==> config.mk <==
export PLATFORM = sky130hd
export DESIGN_NAME = rv_soc_top
export DESIGN_NICKNAME = d
export VERILOG_FILES = /design/src/hdl/rv_bus_pkg.sv /design/src/hdl/rv_isa_pkg.sv /design/src/hdl/rv_art_port.sv /design/src/hdl/rv_bus_fabric.sv /design/src/hdl/rv_core.sv /design/src/hdl/rv_key_port.sv /design/src/hdl/rv_soc_top.sv
export VERILOG_INCLUDE_DIRS = /design/src /design/src/hdl
export SDC_FILE = /design/constraint.sdc
export NUM_CORES = 1
export LEC_CHECK = 0
export ABC_CLOCK_PERIOD_IN_PS = 12100
export BUFFER_PORTS_ARGS = -buffer_cell sky130_fd_sc_hd__buf_2
export CAP_MARGIN = 20
export CORE_ASPECT_RATIO = 0.8
export CORE_MARGIN = 2
export CORE_UTILIZATION = 50
export DETAILED_ROUTE_END_ITERATION = 6
export PLACE_DENSITY = 0.71
export SYNTH_ARGS = -nofsm -noshare
export SYNTH_HDL_FRONTEND = slang
export SYNTH_HIERARCHICAL = 1
export SYNTH_SLANG_ARGS = --single-unit
==> constraint.sdc <==
create_clock -name clk -period 12.1 [get_ports clk]
set_input_delay 2.42 -clock clk [delete_from_list [all_inputs] [get_ports clk]]
set_output_delay 2.42 -clock clk [all_outputs]
set_load 0.02 [all_outputs]
==> src/hdl/rv_macros.svh <==
`ifndef RV_MACROS_SVH
`define RV_MACROS_SVH

// pc after reset, first word of main code
`define RV_RESET_PC 32'h0000_1000

// interrupt entry, service routine lives here
`define RV_TRAP_PC 32'h0000_0000

// peripheral bases on the data bus
`define RV_KEY_BASE 64'h0000_0000_1000_0000 // key input port
`define RV_ART_BASE 64'h0000_0000_2000_0000 // art output port

// vector code driven while the key port has a code waiting
`define RV_KEY_IRQ 4'd1

`endif

==> src/hdl/rv_bus_pkg.sv <==
package rv_bus_pkg;

    // data path is a full 64 bit word
    typedef logic [63:0] word_t;

    typedef logic [63:0] bus_addr_t; // byte address, compared whole

    // raw code from the key input
    typedef logic [7:0] key_code_t;

    // interrupt cause seen by the core
    // zero means nothing pending
    typedef logic [3:0] irq_vec_t;

endpackage

==> src/hdl/rv_isa_pkg.sv <==
package rv_isa_pkg;

    // fetched word and fetch address
    typedef logic [31:0] instr_t;
    typedef logic [31:0] pc_t;

    typedef logic [4:0] reg_idx_t; // rd field, 32 registers

    // two cycle bus ops
    typedef enum logic {
        STEP_ISSUE,  // strobe out, pc held
        STEP_FINISH  // read data back, refetched word dropped
    } exe_step_t;

    localparam logic [6:0] OP_LUI = 7'b0110111; // major opcode, low 7 bits

    // custom whole-word encodings
    localparam instr_t INSTR_MRET      = 32'h0000_0000; // all zeros
    localparam instr_t INSTR_LOAD_KEY  = 32'hFFFF_FFFF; // all ones
    localparam instr_t INSTR_STORE_ART = 32'hFFFF_FF7F; // all ones, rd = 30

endpackage

==> src/hdl/rv_art_port.sv <==
`timescale 1ns/1ps

module rv_art_port
    import rv_bus_pkg::*;
(
    input  logic  clk,
    input  logic  reset,
    input  logic  art_write,       // decoded write strobe
    input  word_t bus_write_data,
    output word_t art_data,        // holds between stores
    output logic  art_valid        // one cycle per store
);

    always_ff @(posedge clk) begin
        if (art_write)
            art_data <= bus_write_data;
    end

    always_ff @(posedge clk or negedge reset) begin
        if (!reset)
            art_valid <= 1'b0;
        else
            art_valid <= art_write;
    end

    // core never issues two stores back to back
    a_valid_pulse: assert property (@(posedge clk) disable iff (!reset)
        art_valid |=> !art_valid)
        else $error("art_valid held two cycles");

endmodule

==> src/hdl/rv_bus_fabric.sv <==
`timescale 1ns/1ps
`include "rv_macros.svh"

module rv_bus_fabric
    import rv_bus_pkg::*;
(
    input  logic      clk,
    input  logic      reset,
    input  bus_addr_t bus_address,
    input  logic      bus_write_enable,
    input  logic      bus_read_enable,
    output word_t     bus_read_data,    // one cycle after the read strobe
    output logic      key_read,
    input  key_code_t key_code,
    output logic      art_write
);

    logic hit_key;
    logic hit_art;

    // full address match, no aliasing
    assign hit_key = (bus_address == `RV_KEY_BASE);
    assign hit_art = (bus_address == `RV_ART_BASE);

    assign key_read  = bus_read_enable && hit_key;  // also clears the key irq
    assign art_write = bus_write_enable && hit_art;

    // read return path
    always_ff @(posedge clk or negedge reset) begin
        if (!reset) begin
            bus_read_data <= '0;
        end else if (bus_read_enable) begin
            bus_read_data <= hit_key ? word_t'(key_code) : '0; // unmapped reads give 0
        end
    end

    a_one_target: assert property (@(posedge clk) disable iff (!reset)
        !(key_read && art_write))
        else $error("bus strobe hits both ports");

endmodule

==> src/hdl/rv_core.sv <==
`timescale 1ns/1ps
`include "rv_macros.svh"

module rv_core
    import rv_isa_pkg::*;
    import rv_bus_pkg::*;
(
    input  logic      clk,
    input  logic      reset,
    input  instr_t    instruction,       // word at pc
    output pc_t       pc,
    output logic      heartbeat,
    input  irq_vec_t  interrupt_vector,
    output logic      interrupt_pending,
    output logic      interrupt_ack,
    output bus_addr_t bus_address,
    output word_t     bus_write_data,
    output logic      bus_write_enable,
    output logic      bus_read_enable,
    input  word_t     bus_read_data      // valid in STEP_FINISH
);

    localparam instr_t   IR_RESET = 32'h0000_0001; // decodes as nothing
    localparam reg_idx_t LOAD_RD  = 5'd5;          // load target and store source

    instr_t    ir;
    logic      bubble;     // squash the word now in ir
    exe_step_t step;
    logic      pend_load;  // op in flight is a load
    pc_t       mepc;
    word_t     regs [32];

    reg_idx_t  rd;
    word_t     imm_u;
    logic      is_lui;
    logic      is_mret;
    logic      is_load;
    logic      is_store;
    logic      irq_take;
    logic      exec_ok;

    assign rd    = ir[11:7];
    assign imm_u = {{32{ir[31]}}, ir[31:12], 12'b0}; // sign extended upper imm

    assign is_lui   = (ir[6:0] == OP_LUI);
    assign is_mret  = (ir == INSTR_MRET);
    assign is_load  = (ir == INSTR_LOAD_KEY);
    assign is_store = (ir == INSTR_STORE_ART);

    // only at a clean boundary, so pc - 4 really is the word in ir
    assign irq_take = (interrupt_vector == `RV_KEY_IRQ) && !interrupt_pending &&
                      !bubble && (step == STEP_ISSUE);
    assign exec_ok  = !irq_take && !bubble && (step == STEP_ISSUE);

    // strobes leave during issue, peripherals register them
    assign bus_read_enable  = exec_ok && is_load;
    assign bus_write_enable = exec_ok && is_store;
    assign bus_address      = is_store ? `RV_ART_BASE : (is_load ? `RV_KEY_BASE : '0);
    assign bus_write_data   = regs[LOAD_RD];

    // fetch stage
    always_ff @(posedge clk or negedge reset) begin
        if (!reset) begin
            ir        <= IR_RESET;
            heartbeat <= 1'b0;
        end else begin
            ir        <= instruction;
            heartbeat <= ~heartbeat;
        end
    end

    // execute control
    always_ff @(posedge clk or negedge reset) begin
        if (!reset) begin
            pc                <= `RV_RESET_PC;
            bubble            <= 1'b0;
            step              <= STEP_ISSUE;
            pend_load         <= 1'b0;
            interrupt_pending <= 1'b0;
            interrupt_ack     <= 1'b0;
        end else begin
            pc            <= pc + 32'd4; // default, overridden below
            bubble        <= 1'b0;
            interrupt_ack <= 1'b0;
            if (irq_take) begin
                pc                <= `RV_TRAP_PC;
                bubble            <= 1'b1; // next ir is the stale fetch
                interrupt_pending <= 1'b1;
                interrupt_ack     <= 1'b1;
            end else if (step == STEP_FINISH) begin
                step <= STEP_ISSUE; // word in ir gets refetched
            end else if (exec_ok) begin
                if (is_mret) begin
                    pc                <= mepc;
                    bubble            <= 1'b1;
                    interrupt_pending <= 1'b0;
                end else if (is_load || is_store) begin
                    pc        <= pc; // hold one cycle
                    step      <= STEP_FINISH;
                    pend_load <= is_load;
                end
            end
        end
    end

    // return address of the interrupted word
    always_ff @(posedge clk) begin
        if (irq_take)
            mepc <= pc - 32'd4;
    end

    // register file, lui in issue and load data in finish
    always_ff @(posedge clk) begin
        if (exec_ok && is_lui)
            regs[rd] <= imm_u;
        else if ((step == STEP_FINISH) && pend_load)
            regs[LOAD_RD] <= bus_read_data;
    end

    // finish step always sits between two bus ops
    a_bus_excl: assert property (@(posedge clk) disable iff (!reset)
        (bus_read_enable || bus_write_enable) |=> !(bus_read_enable || bus_write_enable))
        else $error("bus strobes in two consecutive cycles");

    // pending blocks re-entry until mret
    a_ack_pulse: assert property (@(posedge clk) disable iff (!reset)
        interrupt_ack |=> !interrupt_ack)
        else $error("interrupt_ack held two cycles");

endmodule

==> src/hdl/rv_key_port.sv <==
`timescale 1ns/1ps

module rv_key_port
    import rv_bus_pkg::*;
(
    input  logic      clk,
    input  logic      reset,
    input  key_code_t key_data,
    input  logic      key_strobe,  // one cycle, from the keyboard side
    input  logic      key_read,    // read strobe from the fabric
    output key_code_t key_code,
    output logic      key_irq      // level until the code is read
);

    // last code seen, held until overwritten
    always_ff @(posedge clk) begin
        if (key_strobe)
            key_code <= key_data;
    end

    // pending flag
    // strobe checked first so a key arriving with the read survives
    always_ff @(posedge clk or negedge reset) begin
        if (!reset) begin
            key_irq <= 1'b0;
        end else if (key_strobe) begin
            key_irq <= 1'b1;
        end else if (key_read) begin
            key_irq <= 1'b0;
        end
    end

endmodule

==> src/hdl/rv_soc_top.sv <==
`timescale 1ns/1ps
`include "rv_macros.svh"

module rv_soc_top
    import rv_isa_pkg::*;
    import rv_bus_pkg::*;
(
    input  logic      clk,
    input  logic      reset,
    input  instr_t    instruction,   // from external program memory
    output pc_t       pc,
    output logic      heartbeat,
    input  key_code_t key_data,
    input  logic      key_strobe,
    output logic      interrupt_ack,
    output word_t     art_data,
    output logic      art_valid
);

    bus_addr_t bus_address;
    word_t     bus_write_data;
    logic      bus_write_enable;
    logic      bus_read_enable;
    word_t     bus_read_data;
    logic      key_read;
    logic      art_write;
    key_code_t key_code;
    logic      key_irq;
    irq_vec_t  interrupt_vector;

    // single source for now
    assign interrupt_vector = key_irq ? `RV_KEY_IRQ : '0;

    rv_core u_core (
        .clk               (clk),
        .reset             (reset),
        .instruction       (instruction),
        .pc                (pc),
        .heartbeat         (heartbeat),
        .interrupt_vector  (interrupt_vector),
        .interrupt_pending (),               // internal to the core here
        .interrupt_ack     (interrupt_ack),
        .bus_address       (bus_address),
        .bus_write_data    (bus_write_data),
        .bus_write_enable  (bus_write_enable),
        .bus_read_enable   (bus_read_enable),
        .bus_read_data     (bus_read_data)
    );

    rv_bus_fabric u_fabric (
        .clk              (clk),
        .reset            (reset),
        .bus_address      (bus_address),
        .bus_write_enable (bus_write_enable),
        .bus_read_enable  (bus_read_enable),
        .bus_read_data    (bus_read_data),
        .key_read         (key_read),
        .key_code         (key_code),
        .art_write        (art_write)
    );

    rv_key_port u_key (
        .clk        (clk),
        .reset      (reset),
        .key_data   (key_data),
        .key_strobe (key_strobe),
        .key_read   (key_read),
        .key_code   (key_code),
        .key_irq    (key_irq)
    );

    rv_art_port u_art (
        .clk            (clk),
        .reset          (reset),
        .art_write      (art_write),
        .bus_write_data (bus_write_data),
        .art_data       (art_data),
        .art_valid      (art_valid)
    );

endmodule

Word-level counts from Yosys, hierarchy flattened
Memories as Yosys holds them, arrays and structs flattened. A register that Yosys moved wholly into a read port is not among the register bits. Cells that the tools add are included.

Muxes and demuxes: 32. Bitwise logic cells: 4. Reductions and logical operators: 22. Eq/ne operators: 8. Add/sub/neg operators: 2.

Operators by type and width (count): $mux W32 (5); $mux W64 (2); $eq A32 B32 Y1 const B (2); $eq A64 B29 Y1 const B (1); $eq A64 B30 Y1 const B (1); $reduce_or A64 Y1 (1); $add A32 B3 Y32 const B (1); $logic_not A32 Y1 (1); $sub A32 B3 Y32 const B (1); $mux W29 (1); $mux W1 (22); $logic_and A1 B1 Y1 (11); $mux W8 (1); $eq A7 B6 Y1 const B (1); $reduce_bool A2 Y1 (3); $mux W5 (1); $ne A5 B2 Y1 const B (1); $reduce_and A5 Y1 (1); $not A1 Y1 (4); $logic_not A1 Y1 (3); $reduce_and A3 Y1 (1); $ne A2 B2 Y1 const B (1); $eq A1 B1 Y1 const B (1); $logic_or A1 B1 Y1 (1).

Bits in registers: 176. Output and inout bits: 99. Bits of input ports: 43. Word-level logic and storage cells: 82. Bits in writable memories: 2048. Memories kept: 1.

Memories: u_core.regs (depth 32, width 64, read ports 1, clocked after Yosys merged registers in 1, write ports 1, line rv_core.sv:31) `word_t regs [32];`.

Depth between registers and ports, before layout
Gate-level depths: netlist of the first run.

Depth in word-level cells: 13. Gate-level depth with buffers: 11. Depth with buffers taken out: 9.

Modules after synthesis
The synthesis of the first run kept the hierarchy.

Modules (own cells, without submodules): rv_core (area an instance 7861.3 sq um, cells an instance 704, times used 1, sequential area each 4636.9 sq um); rv_art_port (area an instance 1946.9 sq um, cells an instance 65, times used 1, sequential area each 1946.9 sq um); rv_bus_fabric (area an instance 930.9 sq um, cells an instance 119, times used 1, sequential area each 200.2 sq um); rv_key_port (area an instance 276.5 sq um, cells an instance 11, times used 1, sequential area each 265.3 sq um); rv_soc_top (area an instance 3.8 sq um, cells an instance 1, times used 1, sequential area each 0.0 sq um).

Least setup slack after synthesis of the first run
OpenSTA, ideal clock, no wires.

Path kind: register -> register. Start: reg u_core.step. End: mem u_core/regs[5][0] (netlist name), enable pin. Path buffers: 0. Stages on the path, launching flop included: 4. Path slack: 5.891 ns. Required time: 11.519 ns. Arrival: 5.628 ns. Clock period less this slack: 6.209 ns. Library setup time: 0.581 ns. Cells stage by stage: dfrtp_1 nor4_1 nand2_1 o31ai_1.

Word-level cells in the longest chain between the ends: 10. Elaborated cells on any way between the ends: 15. Those cells by class: 7 x mux; 1 x bitwise; 7 x reduce/logical.

Ends and longest elaborated chain: start: declaration (line rv_core.sv:28) `exe_step_t step;`; start signal: assignment (line rv_core.sv:77) `step <= STEP_ISSUE;`; start signal: assignment (line rv_core.sv:91) `step <= STEP_ISSUE;`; start signal: assignment (line rv_core.sv:99) `step <= STEP_FINISH;`; $not A1 Y1 (no line); $logic_and A1 B1 Y1 (line rv_core.sv:51) `` assign irq_take = (interrupt_vector == `RV_KEY_IRQ) && !interrupt_pending && ``; $logic_not A1 Y1 (line rv_core.sv:53) `assign exec_ok = !irq_take && !bubble && (step == STEP_ISSUE);`; $logic_and A1 B1 Y1 (2 in series) (line rv_core.sv:53); $logic_and A1 B1 Y1 (line rv_core.sv:114) `if (exec_ok && is_lui)`; $mux W1 (line rv_core.sv:114); $mux W1 (not written as such) (line rv_core.sv:117) `regs[LOAD_RD] <= bus_read_data;`; $reduce_or A64 Y1 (no line); $mux W5 (no line) or $mux W1 (tied branches); end: declaration (line rv_core.sv:31).

Parallel ways exist; a longest one is shown, timed or not.

Worst setup path in the final report of the first run
Start: reg u_core.pc[7]. End: out pc[7].

RTL lines: start: declaration (line rv_core.sv:11) `output pc_t pc,`; start signal: assignment (line rv_core.sv:75) `` pc <= `RV_RESET_PC; ``; start signal: assignment (line rv_core.sv:82) `pc <= pc + 32'd4;`; start signal: assignment (line rv_core.sv:86) `` pc <= `RV_TRAP_PC; ``; end: declaration (line rv_soc_top.sv:11) `output pc_t pc,`.

No word-level cell between the ends.

==> flow_metrics.env, run 1 <==
export IMPL_track_usage_pct=19.5
export IMPL_finalPower_mw=2.02
export IMPL_met1_length_um=10300
export IMPL_r2r_slack_ns=9.08
export IMPL_intPower_mw=1.53
export IMPL_wl_met2_um=9800
export IMPL_place_inst=1284
export IMPL_fin_ws_ns=8.31
export IMPL_drt_pass1_iterations=5
export IMPL_place_gp_congestion=0.864
export IMPL_grt_pass1_wl_um=35300
export IMPL_critPathCaptureType="primary output"
export IMPL_crit_chain="buf_2"
export IMPL_setup_viol=0
export IMPL_num_io_pins=142
export IMPL_clkPwrFrac_pct=41.3
export IMPL_power_switching_mw=0.491
export IMPL_setup_tns_ns=0
export IMPL_r2r_end="u_core/pc[29]"
export IMPL_dpl_hpwl_um=14900
export IMPL_ys_ff_latch=248
export IMPL_tritoncts_num_buffers=25
export IMPL_wl_um=22700
export IMPL_ys_warn_count=6
export IMPL_cts_root_buf="clkbuf_16"
export IMPL_cap_viol_max_count=0
export IMPL_final_period_minus_worst_setup_slack_ns=3.79
export IMPL_syn_inst=900
export IMPL_die_w_um=170
export IMPL_crit_cells=1
export IMPL_vias=7080
export IMPL_worst_path_max_fanout=12
export IMPL_drc_errors=0
export IMPL_fin_hold_ws_ns=0.416
export IMPL_vias_per_cell=5.31
export IMPL_netlist_area_sq_mm=0.0110
export IMPL_drt_iter0_markers=860
export IMPL_synth_edff_count=168
export IMPL_route_met3_wl_um=2050
export IMPL_async_reset_ff_share_pct=32.3
export IMPL_cts_hold_buf=0
export IMPL_slew_viol_final=0
export IMPL_die_area_sq_mm=0.0232
export IMPL_reg2reg_depth=6
export IMPL_clk_latency_ns=0.53
export IMPL_clk_pin_slew_ns=0.06
export IMPL_fmax_mhz=264
export IMPL_nets=1082
export IMPL_finalInstanceArea_sq_mm=0.0125
export IMPL_syn_area_per_cell_sq_um=12.2
export IMPL_wire_per_inst_um=17.1
export IMPL_ant_nets=0
export IMPL_synth_top_area_share_pct=45.8
export IMPL_stdcell_count=1333
export IMPL_critical_path_max_stage_delay_ns=0.60
export IMPL_initial_core_util_pct=51.0
export IMPL_core_sq_mm=0.0216
export IMPL_grt_max_degree=81
export IMPL_rows=48
export IMPL_drive_gt1_share_pct=20.6
export IMPL_tritoncts="done"
export IMPL_antenna_found_initial=1
export IMPL_die_y_um=137
export IMPL_hold_violations=0
export IMPL_cellLeakagePower_nw=5.32
export IMPL_yosys_most_used_dff="edfxtp_1"
export IMPL_cp_top_family="flip-flops"
export IMPL_yosysSeqAreaShare_pct=64.0
export IMPL_slowest_stage="dfrtp_1"
export IMPL_synthTopCellsByArea="edfxtp_1, dfrtp_1, buf_4"
export IMPL_critPathBufInv=1
export IMPL_status="finished clean"
export IMPL_final_core_util_pct=57.6
export IMPL_worstPathRequired_ns=9.68
export IMPL_skew_ns=0.0147
export IMPL_top_layer="met4"
export IMPL_rsz0062_at_grt="no"
export IMPL_numClockSinks=248
export IMPL_cts_setup_buffers=0
export IMPL_crit_end="pc[7]"
export IMPL_area_delta_synth_final_pct=13.0
export IMPL_hold_class="register to register"
export IMPL_placedInstanceArea_sq_mm=0.0115
export IMPL_crit_arrival_ns=1.37
export IMPL_yosysUniqueCellTypes=65
export IMPL_grt_pass1_vias=6329
export IMPL_worst_pin_slew_ns=0.974
export IMPL_period_share_pct=31.3
export IMPL_path_class="register to primary output"
export IMPL_yosys_area_top_type="edfxtp_1"
export IMPL_io_buffers=141
export IMPL_synth_most_common_cell="edfxtp_1"
export IMPL_synth_common_cells="edfxtp_1, buf_4, nand2_1"
export IMPL_pwr_density_cell_mw_per_mm2=162
export IMPL_pwr_share_comb_pct=9.6
export IMPL_htree_num_levels=1
export IMPL_power_frac_seq_pct=49.1
export IMPL_overflow=0
export IMPL_regToRegStartpoint="u_core/step"
export IMPL_place_ws_ns=8.73
export IMPL_cts_max_path_buffers=3
export IMPL_peakVddDrop_v=0.000106
export IMPL_slew_headroom_pct=35.0
export IMPL_cp_start_kind="register"
export IMPL_swShare_pct=24.3
export IMPL_post_cts_resize_count=0
export IMPL_crit_start="u_core/pc[7]"
## worst register-to-register path, cell delays in order (launching register included)
cell,delay (ns)
dfrtp_1,0.56
nor4_1,0.41
nand2_1,0.28
nor2_1,0.70
nand2_2,0.40
and3_1,0.30
a311oi_1,0.27
## power by group through the flow
stage / registers (mW) / clock network (mW) / logic [mW]
2_1_floorplan: 1.00 / 0 / 0.158
3_5_place_dp: 1.01 / 0 / 0.190
6_report: 0.991 / 0.835 / 0.194
3_3_place_gp: 1.00 / 0 / 0.186
5_1_grt: 0.996 / 0.887 / 0.214
4_1_cts: 0.989 / 0.852 / 0.190
## flip-flops by register name, indices dropped and copies added, names as in the netlist, 8 cells and up
signal	flops
u_art/art_data	64
u_core/regs	64
u_core/ir	32
u_core/mepc	32
u_core/pc	32
u_fabric/bus_read_data	8
u_key/key_code	8
## how the worst min path moves through the flow
stage / from / to / slack, ns / depth (start not counted)
2_1_floorplan: u_core/regs[5][0] / u_art/art_data[0] / 0.40 / 0
3_3_place_gp: u_core/regs[5][26] / u_art/art_data[26] / 0.40 / 0
3_5_place_dp: u_core/regs[5][10] / u_art/art_data[10] / 0.40 / 0
4_1_cts: u_core/regs[5][1] / u_art/art_data[1] / 0.41 / 0
5_1_grt: u_core/regs[5][3] / u_art/art_data[3] / 0.41 / 0
6_report: u_core/regs[5][1] / u_art/art_data[1] / 0.42 / 0
## cell families (layout without fill, tap and decap cells)
family,after synthesis,after routing,synth area share [%]
xor gates and xnor gates,27,27,2.15
AOI/OAI and AO/OA,144,144,8.88
other,3,125,0.102
and+or+nand+nor,277,277,13.3
adders and majority gates,2,2,0.227
DFF,248,248,64.0
muxes,4,4,0.363
buffers and inverters,195,231,11.1
## cell usage in the layout (no fill, tap or decap), types with 5 or more instances in the layout
cell	instances
edfxtp_1	168
buf_2	140
conb_1	123
nand2_1	92
dfrtp_1	78
a21o_1	36
inv_1	35
nor2_1	32
o21ai_0	32
nor4_1	29
clkbuf_16	26
nand3_1	24
xnor2_1	20
and3_1	20
nor3_1	19
nand4_1	15
a21oi_1	15
o22ai_1	15
buf_4	9
or3_1	9
xor2_1	7
a211oi_1	6
bufinv_16	5
nor4_2	5
a221oi_1	5
o2bb2ai_1	5
## metal layers
| metal | up-vias | GRT usage [%] |
|---|---|---|
| met1 | 3398 | 30.4 |
| met3 | 51 | 3.30 |
| met2 | 338 | 28.2 |
| met4 | 0 | 5.51 |
| li1 | 3293 | - |
| met5 | - | 0 |
## layout make-up
type,instances,area [sq um]
Multi-Input combinational cell,577,3220
Sequential cell,248,7050
Fill cell,1774,9170
Tap cell,275,344
Inverter,35,131
Timing Repair Buffer,150,788
Clock buffer,30,686
Clock inverter,16,225
Antenna cell,2,5.00
No activity file was read; power rests on OpenSTA's default activity.
==> inputs of run 2 (changes only) <==
- ABC_CLOCK_PERIOD_IN_PS: 12100 -> 3300
- PLACE_DENSITY: 0.71 -> 0.73
- clock period: 12.1 -> 3.3 ns (I/O delays scaled with it)
==> run 2 against run 1 <==
  * Setup slack worse by 7.6 ns
  * Utilization down 0.13 points
  * Non-clock buffer count up 9
  * Routed wire length up 1.0%
  * Highest routed layer unchanged
  * Worst hold slack worse by 0.18 ns
  * Sequential cell count unchanged
  * Clock power rose to 3.3 times the previous value
==> flow_metrics.env, run 2 (synthesized netlist as in run 1, its figures left out) <==
export IMPL_status="finished clean"
export IMPL_wl_um=23000
export IMPL_layout_commonest_cell="edfxtp_1"
export IMPL_core_sq_mm=0.0216
export IMPL_cp_top_family="simple AND/OR/NAND/NOR gates"
export IMPL_grt_pass1_vias=6602
export IMPL_grt_pass1_wl_um=35900
export IMPL_cp_start_kind="register"
export IMPL_die_w_um=170
export IMPL_critPathCaptureType="register"
export IMPL_tritoncts_num_buffers=25
export IMPL_tritoncts="done"
export IMPL_rows=48
export IMPL_hold_class="input port to register"
export IMPL_vias_per_cell=5.25
export IMPL_die_area_sq_mm=0.0232
export IMPL_drc_errors=0
export IMPL_path_class="register to register"
export IMPL_clk_pin_slew_ns=0.06
export IMPL_cap_viol_max_count=0
export IMPL_placedInstanceArea_sq_mm=0.0116
export IMPL_cts_max_path_buffers=3
export IMPL_crit_arrival_ns=2.84
export IMPL_cts_setup_buffers=0
export IMPL_dpl_hpwl_um=15200
export IMPL_slew_headroom_pct=31.6
export IMPL_skew_ns=0.0188
export IMPL_final_core_util_pct=57.5
export IMPL_stdcell_count=1340
export IMPL_finalPower_mw=7.08
export IMPL_rsz0062_at_grt="no"
export IMPL_initial_core_util_pct=51.0
export IMPL_crit_chain="nor4_1 > nand3_1 > nor3_4 > nand2_2 > nor3_1 > xnor2_1"
export IMPL_critical_path_max_stage_delay_ns=0.53
export IMPL_place_gp_congestion=0.881
export IMPL_worst_path_max_fanout=12
export IMPL_slew_viol_final=0
export IMPL_setup_tns_ns=0
export IMPL_slowest_stage="dfrtp_1"
export IMPL_seqCellArea_sq_mm=0.00705
export IMPL_final_period_minus_worst_setup_slack_ns=2.58
export IMPL_pwr_density_cell_mw_per_mm2=570
export IMPL_drive_gt1_share_pct=20.2
export IMPL_critPathBufInv=0
export IMPL_hold_violations=0
export IMPL_n_fill_cell=1782
export IMPL_num_io_pins=142
export IMPL_htree_num_levels=1
export IMPL_drt_pass1_iterations=6
export IMPL_peakVddDrop_v=0.000320
export IMPL_place_inst=1292
export IMPL_wire_per_inst_um=17.1
export IMPL_cellLeakagePower_nw=5.31
export IMPL_layout_common_cells="edfxtp_1, buf_2, conb_1, nand2_1, dfrtp_1"
export IMPL_grt_max_degree=81
export IMPL_post_cts_resize_count=0
export IMPL_vias=7029
export IMPL_worst_pin_slew_ns=1.02
export IMPL_setup_viol=0
export IMPL_worstPathRequired_ns=3.56
export IMPL_nets=1091
export IMPL_clk_latency_ns=0.53
export IMPL_ant_nets=0
export IMPL_antenna_found_initial=1
export IMPL_period_share_pct=78.1
export IMPL_finalInstanceArea_sq_mm=0.0124
export IMPL_numClockSinks=248
export IMPL_io_buffers=141
export IMPL_track_usage_pct=19.9
export IMPL_die_y_um=137
export IMPL_largest_registers="u_art/art_data (64), u_core/regs (64)"
export IMPL_drt_iter0_markers=741
export IMPL_overflow=0
export IMPL_multi_input_area_sq_mm=0.00322
export IMPL_area_delta_synth_final_pct=12.7
export IMPL_cts_root_buf="clkbuf_16"
export IMPL_fmax_mhz=388
export IMPL_num_antenna_cells=0
==> run 2: cell types whose count changed in the layout (fill, tap and decap cells not counted), moves of 2 or more <==
cell        change
buf_4           +6
bufinv_16       -3
clkbuf_1       +11
clkinv_2        -3
clkinvlp_4      -2
diode_2         -2
==> run 2: routing by layer <==
| metal | up-vias | part of all wire (%) | wire [um] | global-route usage (%) |
|---|---|---|---|---|
| met5 | - | 0 | 0 | 0 |
| met4 | 0 | 2.5 | 577 | 6.22 |
| met3 | 48 | 9.1 | 2100 | 3.82 |
| met2 | 358 | 43 | 9970 | 29.2 |
| met1 | 3325 | 45 | 10300 | 30.1 |
| li1 | 3298 | - | - | - |
==> run 2: cell type report <==
type | instances | area share [%]
clock buffer | 39 | 5.54
clock inverter | 7 | 0.776
inverter | 35 | 1.06
multi-input combinational | 577 | 25.9
sequential | 248 | 56.7
tap | 275 | 2.77
timing repair buffer | 159 | 7.17
==> run 2: path summary, 6_finish.rpt <==
check,cells past startpoint,end,start,slack [ns]
max,6,u_core/mepc[27],u_core/pc[7],0.72
min,1,u_core/ir[31],instruction[31],0.23
max reg2reg,6,u_core/mepc[27],u_core/pc[7],0.72
min reg2reg,0,u_art/art_data[4],u_core/regs[5][4],0.40
max in group asynchronous,3,u_core/pc[12],reset,2.17
min in group asynchronous,2,u_core/pc[7],reset,0.50
==> run 2: what timing repair did <==
item                                   in CTS  in global routing
hold buffers                                0                  1
endpoints found under the hold margin       0                  8
setup endpoints to repair                   0                  0
==> run 2: worst register-to-register path, cell delays in order, from the launching register on <==
cell	delay, ns
dfrtp_1	0.53
nor4_1	0.44
nand3_1	0.37
nor3_4	0.33
nand2_2	0.14
nor3_1	0.39
xnor2_1	0.11
==> run 2: metrics by stage <==
stage	worst slack (ns)	hold WS, ns
after floorplan	0.139	0.364
after global placement	0.819	0.401
after detailed placement	0.790	0.401
after CTS	0.739	0.214
after global routing	0.564	0.209
final	0.723	0.232
==> run 2: where the power goes <==
group | internal [mW] | switching, mW | total [mW]
Combinational | 0.271 | 0.445 | 0.715
Sequential | 3.46 | 0.186 | 3.64
Clock | 1.59 | 1.13 | 2.72
Total | 5.32 | 1.76 | 7.08
==> inputs of run 3 (changes only) <==
- ABC_CLOCK_PERIOD_IN_PS: 3300 -> 2450
- PLACE_DENSITY: 0.73 -> 0.71
- clock period: 3.3 -> 2.45 ns (I/O delays scaled with it)
==> run 3 against run 2 <==
  * Combinational power is 71% higher
  * Final cell count is 3.1% higher
  * Sequential power is 32% higher
  * Sequential share of layout area is 2.0 points lower
  * Maximum frequency is 12% higher
  * Clock skew is 0.0085 ns lower
  * Routed wire length is 2.5% higher
  * Critical path depth is 1 higher
  * Via count is 1.6% higher
  * Register-to-register slack worse by 0.58 ns
==> flow_metrics.env, run 3 (synthesized netlist as in run 1, its figures left out) <==
export IMPL_wl_um=23600
export IMPL_grtUsageMet2_pct=29.4
export IMPL_track_usage_pct=20.2
export IMPL_grt_max_degree=53
export IMPL_grt_pass1_wl_um=36200
export IMPL_nets=1133
export IMPL_htree_num_levels=1
export IMPL_worst_pin_slew_ns=0.988
export IMPL_slew_viol_final=0
export IMPL_cellLeakagePower_nw=5.55
export IMPL_clk_latency_ns=0.52
export IMPL_path_class="register to register"
export IMPL_setup_viol=0
export IMPL_cap_viol_max_count=0
export IMPL_finalPower_mw=9.91
export IMPL_worst_path_max_fanout=7
export IMPL_overflow=0
export IMPL_met1_usage_pct=30.6
export IMPL_die_y_um=137
export IMPL_drc_errors=0
export IMPL_largest_registers="u_art/art_data (64), u_core/regs (64)"
export IMPL_hold_class="input port to register"
export IMPL_layout_commonest_cell="edfxtp_1"
export IMPL_busiest_layer="met1"
export IMPL_final_core_util_pct=59.5
export IMPL_drive_gt1_share_pct=24.3
export IMPL_drt_pass1_iterations=7
export IMPL_drt_iter0_markers=758
export IMPL_vias=7141
export IMPL_rows=48
export IMPL_finalInstanceArea_sq_mm=0.0129
export IMPL_vias_per_cell=5.17
export IMPL_fin_hold_ws_ns=0.0773
export IMPL_core_sq_mm=0.0216
export IMPL_dpl_hpwl_um=15800
export IMPL_place_inst=1335
export IMPL_cts_max_path_buffers=3
export IMPL_initial_core_util_pct=51.0
export IMPL_grtUsageMet3_pct=4.54
export IMPL_die_area_sq_mm=0.0232
export IMPL_status="finished clean"
export IMPL_slew_headroom_pct=34.1
export IMPL_cts_root_buf="clkbuf_16"
export IMPL_hold_violations=0
export IMPL_wire_per_inst_um=17.0
export IMPL_skew_ns=0.0103
export IMPL_placedInstanceArea_sq_mm=0.0120
export IMPL_tritoncts="done"
export IMPL_antenna_found_initial=0
export IMPL_layout_common_cells="edfxtp_1, buf_2, conb_1, nand2_1, dfrtp_1"
export IMPL_pwr_density_cell_mw_per_mm2=770
export IMPL_num_io_pins=142
export IMPL_critPathCaptureType="register"
export IMPL_n_fill_cell=1717
export IMPL_clk_pin_slew_ns=0.06
export IMPL_period_share_pct=94.0
export IMPL_final_period_minus_worst_setup_slack_ns=2.30
export IMPL_worstPathRequired_ns=2.89
export IMPL_stdcell_count=1382
export IMPL_crit_arrival_ns=2.74
export IMPL_grt_pass1_vias=6655
export IMPL_io_buffers=141
export IMPL_place_gp_congestion=0.912
export IMPL_area_delta_synth_final_pct=16.8
export IMPL_die_w_um=170
export IMPL_num_antenna_cells=0
export IMPL_peakVddDrop_v=0.000408
export IMPL_ant_nets=0
export IMPL_cp_start_kind="register"
export IMPL_numClockSinks=248
export IMPL_fmax_mhz=434
export IMPL_tritoncts_num_buffers=25
export IMPL_cts_setup_buffers=0
==> run 3: cell count changes in the layout (fill, tap and decap cells not counted), sizes merged <==
cell / before / now
inv: 36 / 35
buf: 158 / 200
clkinv: 4 / 10
clkbuf: 39 / 31
clkinvlp: 0 / 1
bufinv: 2 / 4
==> run 3: final timing paths <==
kind / from / end / slack, ns / depth (start not counted)
min in group asynchronous: reset / u_core/ir[17] / 0.51 / 2
worst max-delay path: u_core/ir[27] / u_core/pc[9] / 0.15 / 7
worst min register to register: u_core/regs[5][39] / u_art/art_data[39] / 0.41 / 0
max in group asynchronous: reset / u_core/interrupt_ack / 1.32 / 3
worst max register to register: u_core/ir[27] / u_core/pc[9] / 0.15 / 7
worst min-delay path: instruction[17] / u_core/ir[17] / 0.08 / 1
==> run 3: repair_timing <==
action	CTS	global route
setup endpoints to repair	0	12
gates resized for setup	0	5
endpoints found under the hold margin	36	0
hold buffers	1	0
==> run 3: final cells by class <==
cell class	count	area, sq um	share of cell area [%]
inverter	35	135	1.05
clock buffer	31	648	5.04
tap	275	344	2.67
timing repair buffer	201	1260	9.82
sequential	248	7050	54.8
multi-input combinational	577	3240	25.2
clock inverter	15	183	1.42
==> run 3: per-layer routing <==
| layer | up-vias | share of wire, % |
|---|---|---|
| met5 | - | 0 |
| met4 | 0 | 1.9 |
| met3 | 38 | 8.3 |
| met2 | 334 | 43 |
| met1 | 3387 | 47 |
| li1 | 3382 | - |
==> run 3: stage by stage <==
stage | setup slack [ns] | setup TNS [ns]
floorplan | -0.693 | -80.06
global placement | 0.208 | 0
detailed placement | 0.169 | 0
CTS | 0.0748 | 0
global route | -0.000596 | -0.000596
finish | 0.147 | 0
==> run 3: report_power, final <==
part / internal (mW) / switching (mW)
sequential: 4.65 / 0.157
combinational: 0.489 / 0.734
clock: 2.31 / 1.57
total: 7.45 / 2.46
==> run 3: critical path: stages (launching register included) <==
cell and delay, ns:
dfrtp_1 0.40, nor4_2 0.30, nand3_1 0.16, or3_1 0.47, buf_4 0.20, o21ai_0 0.34
o221ai_1 0.18, a2bb2oi_1 0.19
